[src/logic/smc_bus_pkg.sv]
//----------------------------------------------------------------------------
// AHB-lite and external bus constants, widths and transfer codes
//----------------------------------------------------------------------------
`default_nettype none

package smc_bus_pkg;

  localparam int DATA_W = 32;            // AHB and external data width
  localparam int ADDR_W = 32;
  localparam int LANES  = DATA_W / 8;    // Byte lanes on the external bus

  // htrans codes
  localparam logic [1:0] HTRANS_IDLE   = 2'b00;
  localparam logic [1:0] HTRANS_BUSY   = 2'b01;
  localparam logic [1:0] HTRANS_NONSEQ = 2'b10;
  localparam logic [1:0] HTRANS_SEQ    = 2'b11;

  // hsize codes, only up to bus width
  localparam logic [2:0] HSIZE_BYTE = 3'b000;
  localparam logic [2:0] HSIZE_HALF = 3'b001;
  localparam logic [2:0] HSIZE_WORD = 3'b010;

  localparam logic [1:0] HRESP_OKAY = 2'b00;

endpackage

`default_nettype wire

[src/logic/smc_timing_pkg.sv]
//----------------------------------------------------------------------------
// Access phase lengths, sequencer state type and derived counts
//----------------------------------------------------------------------------
`default_nettype none

package smc_timing_pkg;

  localparam int CSLE_CYCLES = 1;   // CS lead, keep >= 1 so write data lands first
  localparam int WS_CYCLES   = 2;   // Wait states, strobe is WS_CYCLES + 1 long
  localparam int CSTE_CYCLES = 1;   // Bus float after CS

  localparam int STROBE_CYCLES = WS_CYCLES + 1;
  localparam int ACCESS_CYCLES = CSLE_CYCLES + STROBE_CYCLES + CSTE_CYCLES;

  // Phase counter sized by the longest phase
  localparam int MAX_PHASE = (CSLE_CYCLES > STROBE_CYCLES) ?
                             ((CSLE_CYCLES > CSTE_CYCLES) ? CSLE_CYCLES : CSTE_CYCLES) :
                             ((STROBE_CYCLES > CSTE_CYCLES) ? STROBE_CYCLES : CSTE_CYCLES);
  localparam int CNT_W = $clog2(MAX_PHASE + 1);

  // Counter reload values, counts down to zero in each phase
  localparam int CSLE_LOAD   = CSLE_CYCLES - 1;
  localparam int STROBE_LOAD = WS_CYCLES;
  localparam int CSTE_LOAD   = (CSTE_CYCLES > 0) ? CSTE_CYCLES - 1 : 0;

  typedef enum logic [1:0] {IDLE, LEAD, STROBE, TRAIL} smc_state_t;

endpackage

`default_nettype wire

[src/logic/smc_ahb_slave.sv]
//----------------------------------------------------------------------------
// AHB-lite slave: address and data phase capture, hready, read data return
//----------------------------------------------------------------------------
`timescale 1ns/1ps
`default_nettype none

module smc_ahb_slave import smc_bus_pkg::*; (
  input  logic              hclk,
  input  logic              rst,
  input  logic              hsel,
  input  logic [1:0]        htrans,
  input  logic              hwrite,
  input  logic [2:0]        hsize,
  input  logic [ADDR_W-1:0] haddr,
  input  logic [DATA_W-1:0] hwdata,
  input  logic              hready,       // Muxed ready from the bus
  input  logic [DATA_W-1:0] data_smc,     // External read data
  input  logic              strobe_last,
  input  logic              smc_done,
  output logic              new_access,   // Accepted address phase
  output logic [ADDR_W-1:0] acc_addr,
  output logic              acc_write,
  output logic [2:0]        acc_size,
  output logic [DATA_W-1:0] write_data,
  output logic              smc_hready,
  output logic [DATA_W-1:0] smc_hrdata
);

  logic xfer_valid;    // NONSEQ or SEQ to this slave
  logic wdata_phase;   // First data cycle of a write

  assign xfer_valid = hsel && ((htrans == HTRANS_NONSEQ) || (htrans == HTRANS_SEQ));
  // Own ready in the term too, so a held address phase is not taken twice
  assign new_access = xfer_valid && hready && smc_hready;

  // Data phase control
  always_ff @(posedge hclk) begin
    if (rst) begin
      smc_hready  <= 1'b1;
      wdata_phase <= 1'b0;
      acc_write   <= 1'b0;
    end else begin
      wdata_phase <= new_access && hwrite;
      if (new_access) begin
        smc_hready <= 1'b0;           // Stretch until access ends
        acc_write  <= hwrite;
      end else if (smc_done) begin
        smc_hready <= 1'b1;
      end
    end
  end

  // Address phase fields
  always_ff @(posedge hclk) begin
    if (new_access) begin
      acc_addr <= haddr;
      acc_size <= hsize;
    end
  end

  // hwdata is valid one cycle after the address phase
  always_ff @(posedge hclk) begin
    if (wdata_phase) begin
      write_data <= hwdata;
    end
    if (strobe_last && !acc_write) begin
      smc_hrdata <= data_smc;         // Sample at end of read strobe
    end
  end

endmodule

`default_nettype wire

[src/logic/smc_sequencer.sv]
//----------------------------------------------------------------------------
// Access FSM with its phase down-counter, last strobe and done flags
//----------------------------------------------------------------------------
`timescale 1ns/1ps
`default_nettype none

module smc_sequencer import smc_timing_pkg::*; (
  input  logic       hclk,
  input  logic       rst,
  input  logic       new_access,
  output smc_state_t state,
  output logic       strobe_last,   // Last STROBE cycle
  output logic       smc_done       // Last cycle of the access
);

  smc_state_t       state_d;
  logic [CNT_W-1:0] cnt_q;
  logic [CNT_W-1:0] cnt_d;
  logic             cnt_zero;

  assign cnt_zero    = (cnt_q == '0);
  assign strobe_last = (state == STROBE) && cnt_zero;
  // No trail phase means the strobe ends the access
  assign smc_done    = ((state == TRAIL) && cnt_zero) ||
                       ((CSTE_CYCLES == 0) && strobe_last);

  //--------------------------------------------------------------------------
  // Next state and counter reload
  //--------------------------------------------------------------------------
  always_comb begin
    state_d = state;
    cnt_d   = cnt_q;
    if (!cnt_zero) begin
      cnt_d = cnt_q - 1'b1;          // Count down inside a phase
    end

    case (state)
      IDLE: begin
        if (new_access) begin
          state_d = LEAD;
          cnt_d   = CNT_W'(CSLE_LOAD);
        end
      end

      LEAD: begin
        if (cnt_zero) begin
          state_d = STROBE;
          cnt_d   = CNT_W'(STROBE_LOAD);
        end
      end

      STROBE: begin
        if (cnt_zero) begin
          if (CSTE_CYCLES > 0) begin
            state_d = TRAIL;
            cnt_d   = CNT_W'(CSTE_LOAD);
          end else if (new_access) begin
            state_d = LEAD;           // Straight into next access
            cnt_d   = CNT_W'(CSLE_LOAD);
          end else begin
            state_d = IDLE;
          end
        end
      end

      TRAIL: begin
        if (cnt_zero) begin
          if (new_access) begin
            state_d = LEAD;
            cnt_d   = CNT_W'(CSLE_LOAD);
          end else begin
            state_d = IDLE;
          end
        end
      end

      default: begin
        state_d = IDLE;
        cnt_d   = '0;
      end
    endcase
  end

  //--------------------------------------------------------------------------
  // State and counter registers
  //--------------------------------------------------------------------------
  always_ff @(posedge hclk) begin
    if (rst) begin
      state <= IDLE;
      cnt_q <= '0;
    end else begin
      state <= state_d;
      cnt_q <= cnt_d;
    end
  end

endmodule

`default_nettype wire

[src/logic/smc_strobe.sv]
//----------------------------------------------------------------------------
// Registered read, write and output-enable strobes plus busy flag
//----------------------------------------------------------------------------
`timescale 1ns/1ps
`default_nettype none

module smc_strobe import smc_bus_pkg::*, smc_timing_pkg::*; (
  input  logic             hclk,
  input  logic             rst,
  input  smc_state_t       state,
  input  logic             acc_write,
  input  logic [LANES-1:0] n_be,          // Active-low lane enables
  output logic             smc_n_rd,
  output logic [LANES-1:0] smc_n_we,
  output logic             smc_n_wr,
  output logic             smc_n_ext_oe,
  output logic             smc_busy
);

  logic             cs_window;     // LEAD or STROBE
  logic             rd_n_d;
  logic [LANES-1:0] we_n_d;
  logic             wr_n_d;

  assign cs_window = (state == LEAD) || (state == STROBE);

  // Decoded strobe levels, one cycle ahead of the pins
  always_comb begin
    rd_n_d = !((state == STROBE) && !acc_write);
    we_n_d = ((state == STROBE) && acc_write) ? n_be : '1;
    wr_n_d = !(cs_window && acc_write);  // Covers CS lead for data setup
  end

  // Glitch-free pins
  always_ff @(posedge hclk) begin
    if (rst) begin
      smc_n_rd     <= 1'b1;
      smc_n_we     <= '1;
      smc_n_wr     <= 1'b1;
      smc_n_ext_oe <= 1'b1;
      smc_busy     <= 1'b0;
    end else begin
      smc_n_rd     <= rd_n_d;
      smc_n_we     <= we_n_d;
      smc_n_wr     <= wr_n_d;
      smc_n_ext_oe <= wr_n_d;        // Own flop next to the data pads
      smc_busy     <= (state != IDLE);
    end
  end

endmodule

`default_nettype wire

[src/logic/smc_addr.sv]
//----------------------------------------------------------------------------
// External address, byte enables and chip select
//----------------------------------------------------------------------------
`timescale 1ns/1ps
`default_nettype none

module smc_addr import smc_bus_pkg::*, smc_timing_pkg::*; (
  input  logic              hclk,
  input  logic              rst,
  input  smc_state_t        state,
  input  logic [ADDR_W-1:0] acc_addr,
  input  logic [2:0]        acc_size,
  output logic [ADDR_W-1:0] smc_addr,
  output logic [LANES-1:0]  n_be,       // Unregistered, also to strobes
  output logic [LANES-1:0]  smc_n_be,
  output logic              smc_n_cs
);

  logic cs_window;

  assign cs_window = (state == LEAD) || (state == STROBE);

  // Lane select from size and low address bits, aligned transfers only
  always_comb begin
    case (acc_size)
      HSIZE_BYTE: n_be = ~(LANES'(1) << acc_addr[1:0]);
      HSIZE_HALF: n_be = acc_addr[1] ? 4'b0011 : 4'b1100;
      HSIZE_WORD: n_be = '0;
      default:    n_be = '1;        // Wider than the bus, no lanes
    endcase
  end

  always_ff @(posedge hclk) begin
    smc_addr <= acc_addr;
  end

  always_ff @(posedge hclk) begin
    if (rst) begin
      smc_n_be <= '1;
      smc_n_cs <= 1'b1;
    end else begin
      smc_n_be <= cs_window ? n_be : '1;
      smc_n_cs <= !cs_window;
    end
  end

endmodule

`default_nettype wire

[src/logic/smc_lite.sv]
//----------------------------------------------------------------------------
// Static memory controller top, AHB-lite to async SRAM bus
//----------------------------------------------------------------------------
`timescale 1ns/1ps
`default_nettype none

module smc_lite import smc_bus_pkg::*, smc_timing_pkg::*; (
  input  logic              hclk,
  input  logic              rst,
  // AHB-lite slave
  input  logic              hsel,
  input  logic [1:0]        htrans,
  input  logic              hwrite,
  input  logic [2:0]        hsize,
  input  logic [ADDR_W-1:0] haddr,
  input  logic [DATA_W-1:0] hwdata,
  input  logic              hready,
  output logic              smc_hready,
  output logic [DATA_W-1:0] smc_hrdata,
  output logic [1:0]        smc_hresp,
  // External memory bus
  output logic [ADDR_W-1:0] smc_addr,
  output logic [DATA_W-1:0] smc_data,
  input  logic [DATA_W-1:0] data_smc,
  output logic [LANES-1:0]  smc_n_be,
  output logic              smc_n_cs,
  output logic              smc_n_rd,
  output logic [LANES-1:0]  smc_n_we,
  output logic              smc_n_wr,
  output logic              smc_n_ext_oe,
  output logic              smc_busy
);

  logic              new_access;
  logic [ADDR_W-1:0] acc_addr;
  logic              acc_write;
  logic [2:0]        acc_size;
  logic [DATA_W-1:0] write_data;
  smc_state_t        state;
  logic              strobe_last;
  logic              smc_done;
  logic [LANES-1:0]  n_be;

  assign smc_hresp = HRESP_OKAY;      // Aligned transfers, never errors
  assign smc_data  = write_data;

  smc_ahb_slave u_ahb_slave (
    .hclk, .rst, .hsel, .htrans, .hwrite, .hsize, .haddr, .hwdata, .hready,
    .data_smc, .strobe_last, .smc_done, .new_access, .acc_addr, .acc_write,
    .acc_size, .write_data, .smc_hready, .smc_hrdata
  );

  smc_sequencer u_sequencer (
    .hclk, .rst, .new_access, .state, .strobe_last, .smc_done
  );

  smc_strobe u_strobe (
    .hclk, .rst, .state, .acc_write, .n_be,
    .smc_n_rd, .smc_n_we, .smc_n_wr, .smc_n_ext_oe, .smc_busy
  );

  smc_addr u_addr (
    .hclk, .rst, .state, .acc_addr, .acc_size,
    .smc_addr, .n_be, .smc_n_be, .smc_n_cs
  );

endmodule

`default_nettype wire

[config.mk]
export PLATFORM = sky130hd
export DESIGN_NAME = smc_lite
export DESIGN_NICKNAME = d
export VERILOG_FILES = /design/src/logic/smc_bus_pkg.sv /design/src/logic/smc_timing_pkg.sv /design/src/logic/smc_ahb_slave.sv /design/src/logic/smc_sequencer.sv /design/src/logic/smc_strobe.sv /design/src/logic/smc_addr.sv /design/src/logic/smc_lite.sv
export SDC_FILE = /design/constraint.sdc
export NUM_CORES = 1
export LEC_CHECK = 0
export BUFFER_PORTS_ARGS = -buffer_cell sky130_fd_sc_hd__buf_4
export CORE_MARGIN = 5
export CORE_UTILIZATION = 25
export DETAILED_ROUTE_END_ITERATION = 10
export MAX_ROUTING_LAYER = met4
export SLEW_MARGIN = 20
export SYNTH_ARGS = -nofsm -noshare
export SYNTH_HDL_FRONTEND = slang
export SYNTH_SLANG_ARGS = --single-unit
[constraint.sdc]
create_clock -name hclk -period 1.8 [get_ports hclk]
set_input_delay 0.45 -clock hclk [delete_from_list [all_inputs] [get_ports hclk]]
set_output_delay 0.45 -clock hclk [all_outputs]
set_load 0.02 [all_outputs]
Word level (Yosys, flattened, before mapping)
Cells that the tools add are included.
{ "word_totals": {"ff_bits": 150, "input_bits": 106, "output_inout_bits": 112} }
{ "classes": {"n_addsub": 1, "eq_ne": 11, "shift": 1, "mux": 16, "n_bitwise": 3, "reduce_logical": 24} }
{ "op_table": {"columns": ["cell", "count"], "rows": [
  ["$mux 2", 9],
  ["$pmux 2 s4", 2],
  ["$pmux 4 s3", 1],
  ["$logic_and 1x1->1", 10],
  ["$eq 2x2->1 const B", 4],
  ["$ne 2x2->1 const B", 3],
  ["$logic_not 1->1", 4],
  ["$logic_not 2->1", 2],
  ["$mux 4", 1],
  ["$not 4->4", 1],
  ["$reduce_and 4->1", 1],
  ["$reduce_bool 2->1", 2],
  ["$reduce_or 2->1", 2],
  ["$shl 1x2->4 const A", 1],
  ["$eq 3x1->1 const B", 1],
  ["$eq 3x2->1 const B", 1],
  ["$logic_not 3->1", 1],
  ["$mux 1", 3],
  ["$eq 2x1->1 const B", 1],
  ["$logic_or 1x1->1", 2],
  ["$ne 2x1->1 const B", 1],
  ["$not 1->1", 2],
  ["$sub 2x1->2 const B", 1]
]} }

Depth between registers and ports, before layout
Gate-level depths: netlist of the first run.
{ "depth": {"word_depth": 8, "depth_mapped": 6, "mapped_depth_nobuf": 6} }

Cells and area by module
Synthesis of the first run repeated with hierarchy kept, for this count alone.
{ "unflattened": {"cells_unflattened": 233, "area_unflattened_um2": 4621.9} }
{ "by_module_without_submodules": {"columns": ["mod", "n_inst", "cells_per_inst", "area_each_um2", "seq_area_each_um2"], "rows": [
  ["smc_ahb_slave", 1, 111, 3101.7, 3032.9],
  ["smc_addr", 1, 56, 860.8, 740.7],
  ["smc_sequencer", 1, 44, 395.4, 80.1],
  ["smc_strobe", 1, 19, 245.2, 140.1],
  ["smc_lite", 1, 3, 18.8, 0.0]
]} }

Worst setup path before layout of the first run
Ideal clock, no wire load.
{ "synth_path": {"path_kind": "reg-to-reg", "start": "reg u_sequencer.state[0]", "end": "reg u_ahb_slave.smc_hrdata[0], enable pin", "setup_time_ns": 0.374, "arrival_time_ns": 1.196, "t_required_ns": 1.426, "setup_slack_ns": 0.230, "path_stages_with_launch": 4, "period_less_slack_ns": 1.570, "cell_sequence": "dfxtp_1 > inv_1 > ha_1 > and3b_2"} }
{ "synth_between": {"elab_chain_len": 3} }
{ "synth_rtl": {"columns": ["item", "line", "text"], "rows": [
  ["start: declaration", "smc_sequencer.sv:11", "output smc_state_t state,"],
  ["start signal: assignment", "smc_sequencer.sv:92", "state <= state_d;"],
  ["$eq 2x2->1", "smc_sequencer.sv:22", "assign strobe_last = (state == STROBE) && cnt_zero;"],
  ["$logic_and 1x1->1", "smc_sequencer.sv:22", null],
  ["$logic_and 1x1->1", "smc_ahb_slave.sv:66", "if (strobe_last && !acc_write) begin"],
  ["end signal: assignment", "smc_ahb_slave.sv:67", "smc_hrdata <= data_smc;"],
  ["end: declaration", "smc_ahb_slave.sv:26", "output logic [DATA_W-1:0] smc_hrdata"]
]} }
Every way passes these cells.
A chain may end at the register's enable or synchronous reset.

Worst setup path after layout of the first run
{ "layout_path": {"start": "reg u_sequencer.state[0]", "end": "reg u_sequencer.state[0]"} }
{ "layout_between": {"elab_chain_len": 3, "word_cells_on_any_way": 10} }
{ "layout_rtl": {"columns": ["item", "line", "text"], "rows": [
  ["$eq 2x1->1, or another cell as far along", "smc_sequencer.sv:37", "case (state)"],
  ["$ne 2x2->1 (no line) / $ne 2x1->1 (equally long branches)", null, null],
  ["$reduce_and 4->1 (no line)", null, null]
]} }
Several ways; a longest one is shown, not always the timed one.

==> results of run 1 <==
[sequential cells by signal, indices dropped and copies added, names as in the netlist, 2 cells and up]
signal                  cells
u_sequencer.cnt_q           2
u_sequencer.state           2
u_ahb_slave.smc_hrdata     32
u_strobe.smc_n_we           4
u_ahb_slave.acc_addr       32
u_ahb_slave.write_data     32
u_addr.smc_n_be             4
u_addr.smc_addr            32
u_ahb_slave.acc_size        3
[through the flow]
step / total power [mW] / area (sq um)
floorplan: 4.49 / 4440
global placement: 4.96 / 6350
detailed placement: 4.98 / 6350
CTS: 8.34 / 6900
global route: 8.58 / 6900
finish: 8.20 / 6900
[cells in the final DEF, fill, tap and decap left out, types with 4 or more instances in the layout]
cell type / n
buf_4: 215
ha_1: 8
edfxtp_1: 99
inv_1: 6
a21oi_1: 8
nor2_1: 4
clkbuf_16: 17
nand2_1: 13
dfxtp_1: 51
inv_6: 4
o21ai_0: 5
[final timing paths]
path / end / from / depth (start not counted) / slack (ns)
worst max-delay path: u_sequencer.state[0]$_SDFFE_PP0P_ / u_sequencer.state[0]$_SDFFE_PP0P_ / 5 / 0.13
worst min-delay path: u_ahb_slave.acc_addr[21]$_DFFE_PP_ / haddr[21] / 1 / 0.21
worst max register to register: u_sequencer.state[0]$_SDFFE_PP0P_ / u_sequencer.state[0]$_SDFFE_PP0P_ / 5 / 0.13
worst min register to register: u_addr.smc_addr[30]$_DFF_P_ / u_ahb_slave.acc_addr[30]$_DFFE_PP_ / 0 / 0.34
[area by class of cell]
class | count | area [sq um] | share of cell area
sequential | 150 | 3990 | 0.578
clock buffer | 18 | 429 | 0.0622
tap | 225 | 282 | 0.0408
timing repair buffer | 217 | 1650 | 0.240
inverter | 8 | 30.0 | 0.00435
clock inverter | 14 | 125 | 0.0181
multi-input combinational | 58 | 390 | 0.0565
[routing by layer]
| metal | global-route usage | vias to the layer above | part of all wire |
|---|---|---|---|
| met5 | - | - | 0 |
| met4 | 0.0342 | 0 | 0.0093 |
| met3 | 0.0539 | 13 | 0.15 |
| met2 | 0.149 | 167 | 0.44 |
| met1 | 0.118 | 1201 | 0.40 |
| li1 | - | 1265 | - |
[critical path, delay by kind of cell (launching register included)]
family | cells | cell delay (ns)
AOI/OAI and AO/OA | 2 | 0.50
adders and majority gates | 1 | 0.28
buffers and inverters | 1 | 0.11
DFF | 1 | 0.42
and+or+nand+nor | 1 | 0.22
[Yosys cell counts (all sizes together)]
master	instances
conb	1
o21ai	5
edfxtp	99
a221oi	1
nand3	2
nand3b	1
nand2b	1
nor3	1
nor2b	1
a311o	1
buf	3
o221ai	1
inv	8
a21oi	8
and3	2
o2bb2ai	1
dfxtp	51
ha	8
nand2	13
and3b	1
mux2i	3
clkbuf	1
and4bb	1
nand4	1
nor2	4
[power breakdown]
part / internal [mW] / switching [mW]
combinational: 0.438 / 0.488
sequential: 3.89 / 0.0770
clock: 1.91 / 1.39
total: 6.24 / 1.96
[kinds of logic after synthesis]
logic type | count (synthesis) | synth area share
AND/OR/NAND/NOR | 28 | 0.0341
adder cells (fa/ha/maj) | 8 | 0.0226
multiplexers | 3 | 0.00677
flip-flops | 150 | 0.900
AO/OA/AOI/OAI | 17 | 0.0228
buffers and inverters | 12 | 0.0127
other | 1 | 0.000845
==> key figures, run 1 <==
Floorplanning
  – Cell row count: 48
  – IO Count: 218
  – Die ar.: 20500 sq um
  – Die width: 143 um
  – Initial Util: 0.256
  – Die Y-Extent: 143 um
  – Core area: 17400 sq um

Clocking
  – Clock Path Buffers: 2
  – Clock sinks: 150
  – Clock root buffer: clkbuf_16
  – H-tree depth: 4
  – Post-CTS Hold Buffers: 0
  – Post-CTS resize count: 0
  – Clock latency on the worst-skew pair: 0.41 ns
  – CTS Buf Count: 17
  – Reg clk slew, reported paths: 0.06 ns
  – Post-CTS setup buffers: 0
  – CTS tree: done

Place
  – Post-DP HPWL: 7660 um
  – Placed Cells incl. Taps: 658
  – Post-Place Worst Slack: 0.131 ns
  – Port Buf Inserts: 214
  – GPL Wtd Cong: 0.783

Finish
  – Layout area overhead: 55.6%
  – Final core occ: 0.398
  – Number of diodes: 0
  – Ratio of cells with drive above 1 in the final layout: 0.540
  – Number of nets in the layout: 566
  – Filler cells: 1626
  – Non-filler cells, final: 690

Detailed routing
  – DRT Wirelength: 10300 um
  – DRT iter0 DRCs: 145
  – Final antenna-violating net count: 0
  – Vias per cell: 3.83
  – Vias: 2646
  – DR pass1 iterations: 4
  – Post-DR wirelength/cell: 14.9 um
  – DRC: 0

Critical path
  – WS Path Type: reg -> reg
  – Critical-path maximum fanout: 6
  – Crit end category: register
  – Crit start category: register
  – Crit path largest cell delay: 0.42 ns
  – Max stage delay cell, worst path: dfxtp_1
  – CP Data Arrival Time: 1.96 ns
  – CP required: 2.09 ns
  – Critical-path cell list: inv_1 > ha_1 > nor3_2 > o2bb2ai_1 > a311o_1

Logic synthesis
  – Main area contributors after synthesis: edfxtp_1 (67%), dfxtp_1 (23%), ha_1 (2.3%)
  – Synthesized flop and latch total: 150
  – Yosys top cell area share: 0.670
  – Seq/Total Area, Yosys: 0.900
  – Avg Inst Size Synth: 20.3 sq um
  – Ys Warns: 0
  – Mapped Cells: 219
  – Synth area leader: edfxtp_1
  – Number of unique standard cell types used by synthesis: 26
  – Mapped cell area: 4440 sq um

Power
  – Peak supply drop: 589 uV
  – Pwr per Cell Area: 1190 nW/um^2
  – Leak pwr: 2.82 nW

Timing
  – Fin crit share: 0.927
  – Layout Skew: 0.00848 ns
  – FMAX: 0.599 GHz
  – Slew Limit Fails: 0
  – RSZ-0062 raised after global routing: false
  – Post-route setup slack: 0.132 ns
  – Hold Violations, Final: 0
  – WHS: 0.208 ns
  – Setup_tns: 0 ns
  – Final setup vio count: 0
  – Crit path time final: 1.67 ns

Run
  – Max cap viols: 0

Outcome
  – Status: finished clean

Global route
  – Initial antenna violation count: 0
  – GRT Overall Usage: 0.101
  – Vias in the first global route: 2735
  – Largest net degree at the start of global routing: 38
  – Gr ovfl total: 0
  – First-pass GRT wire length: 14900 um

Min path
  – Worst min path class: in -> reg
Note: power is estimated with default switching activity, not from simulation.
==> inputs of run 2 (changes only) <==
--- a/config.mk
+++ b/config.mk
@@ -10,6 +10,7 @@
 export CORE_UTILIZATION = 25
 export DETAILED_ROUTE_END_ITERATION = 10
 export MAX_ROUTING_LAYER = met4
+export RECOVER_POWER = 25
 export SLEW_MARGIN = 20
 export SYNTH_ARGS = -nofsm -noshare
 export SYNTH_HDL_FRONTEND = slang
==> key figures, run 2 (same netlist as run 1, synthesis figures left out) <==
Global route
  – GRT Overall Usage: 0.101
  – Gr ovfl total: 0
  – Largest net degree at the start of global routing: 38
  – First-pass GRT wire length: 14900 um
  – Vias in the first global route: 2735
  – Initial antenna violation count: 0

Floorplanning
  – Core area: 17400 sq um
  – Die width: 143 um
  – Die ar.: 20500 sq um
  – Initial Util: 0.256
  – Die Y-Extent: 143 um
  – IO Count: 218
  – Cell row count: 48

Clocking
  – Clock root buffer: clkbuf_16
  – Reg clk slew, reported paths: 0.06 ns
  – Clock Path Buffers: 2
  – Clock latency on the worst-skew pair: 0.42 ns
  – Clock sinks: 150
  – CTS tree: done
  – Post-CTS Hold Buffers: 0
  – Post-CTS resize count: 0
  – Post-CTS setup buffers: 0
  – CTS Buf Count: 17
  – H-tree depth: 4

Detailed routing
  – Vias per cell: 3.87
  – DRT Wirelength: 10200 um
  – Vias: 2667
  – Post-DR wirelength/cell: 14.8 um
  – Final antenna-violating net count: 0
  – DR pass1 iterations: 4
  – DRT iter0 DRCs: 140
  – DRC: 0

Finish
  – Multi-input logic area: 390 sq um
  – Register area: 3990 sq um
  – Ratio of cells with drive above 1 in the final layout: 0.540
  – Number of nets in the layout: 566
  – Most common cell after layout, fill and taps aside: buf_4
  – Final core occ: 0.398
  – Final Instance Area: 6900 sq um
  – Layout area overhead: 55.6%
  – Most frequent cells in the layout: buf_4 (126), edfxtp_1 (99), clkbuf_4 (89)
  – Filler cells: 1626
  – Number of diodes: 0

Place
  – Dpl cell area: 6350 sq um
  – Port Buf Inserts: 214
  – GPL Wtd Cong: 0.783
  – Post-Place Worst Slack: 0.131 ns
  – Post-DP HPWL: 7660 um

Power
  – Seq pwr share: 0.484
  – Power Internal: 6.23 mW
  – Leak pwr: 2.81 nW
  – Pwr per Cell Area: 1190 nW/um^2
  – Clock Power Share: 0.404
  – Peak supply drop: 591 uV
  – Psw: 1.96 mW
  – Switching Share: 0.239
  – Comb pwr share: 0.112

Critical path
  – CP required: 2.09 ns
  – WS Path Type: reg -> reg
  – Crit end category: register
  – Crit start category: register
  – CP Data Arrival Time: 1.96 ns
  – Critical-path maximum fanout: 6

Timing
  – Setup_tns: 0 ns
  – Post-route setup slack: 0.131 ns
  – WHS: 0.221 ns
  – Final setup vio count: 0
  – Layout Skew: 0.0118 ns
  – Crit path time final: 1.67 ns
  – Fin crit share: 0.927
  – Hold Violations, Final: 0
  – Slew Limit Fails: 0
  – RSZ-0062 raised after global routing: false
  – FMAX: 0.599 GHz

Run
  – Max cap viols: 0

Min path
  – Worst min path class: in -> reg

Outcome
  – Status: finished clean
[run 2: final timing paths]
kind                                 startpoint                                 end  slack [ns]  cells after the start
max reg2reg   u_sequencer.state[0]$_SDFFE_PP0P_   u_sequencer.state[0]$_SDFFE_PP0P_        0.13                      5
max           u_sequencer.state[0]$_SDFFE_PP0P_   u_sequencer.state[0]$_SDFFE_PP0P_        0.13                      5
min                                   haddr[30]  u_ahb_slave.acc_addr[30]$_DFFE_PP_        0.22                      1
min reg2reg  u_ahb_slave.acc_addr[30]$_DFFE_PP_         u_addr.smc_addr[30]$_DFF_P_        0.34                      0
[run 2: worst max-delay path, stage by stage, from the launching register on]
cell and delay (ns):
dfxtp_1 0.43, inv_1 0.11, ha_1 0.28, nor3_2 0.22
o2bb2ai_1 0.13, a311o_1 0.37
[run 2: routing by layer]
| metal | routed length (um) | track usage | vias up | share of wire |
|---|---|---|---|---|
| met3 | 1550 | 0.0539 | 13 | 0.15 |
| met5 | 0 | - | - | 0 |
| met4 | 89 | 0.0342 | 0 | 0.0087 |
| met2 | 4510 | 0.149 | 171 | 0.44 |
| met1 | 4060 | 0.118 | 1218 | 0.40 |
| li1 | - | - | 1265 | - |
[run 2: area by class of cell]
class,count,area share
Multi-Input combinational cell,58,0.0565
Sequential cell,150,0.578
Tap cell,225,0.0408
Clock inverter,14,0.0181
Timing Repair Buffer,217,0.240
Inverter,8,0.00435
Clock buffer,18,0.0622
[run 2: metrics by stage]
step	instances	power, mW
2_1_floorplan	220	4.49
3_3_place_gp	658	4.96
3_5_place_dp	658	4.98
4_1_cts	690	8.34
5_1_grt	690	8.57
6_report	690	8.19
[run 2: power by group through the flow]
stage          combinational, mW  clock (mW)  sequential (mW)
2_1_floorplan              0.285           0             4.20
3_3_place_gp               0.923           0             4.04
3_5_place_dp               0.939           0             4.05
4_1_cts                    0.940        3.43             3.97
5_1_grt                    0.997        3.59             3.99
6_report                   0.917        3.31             3.97
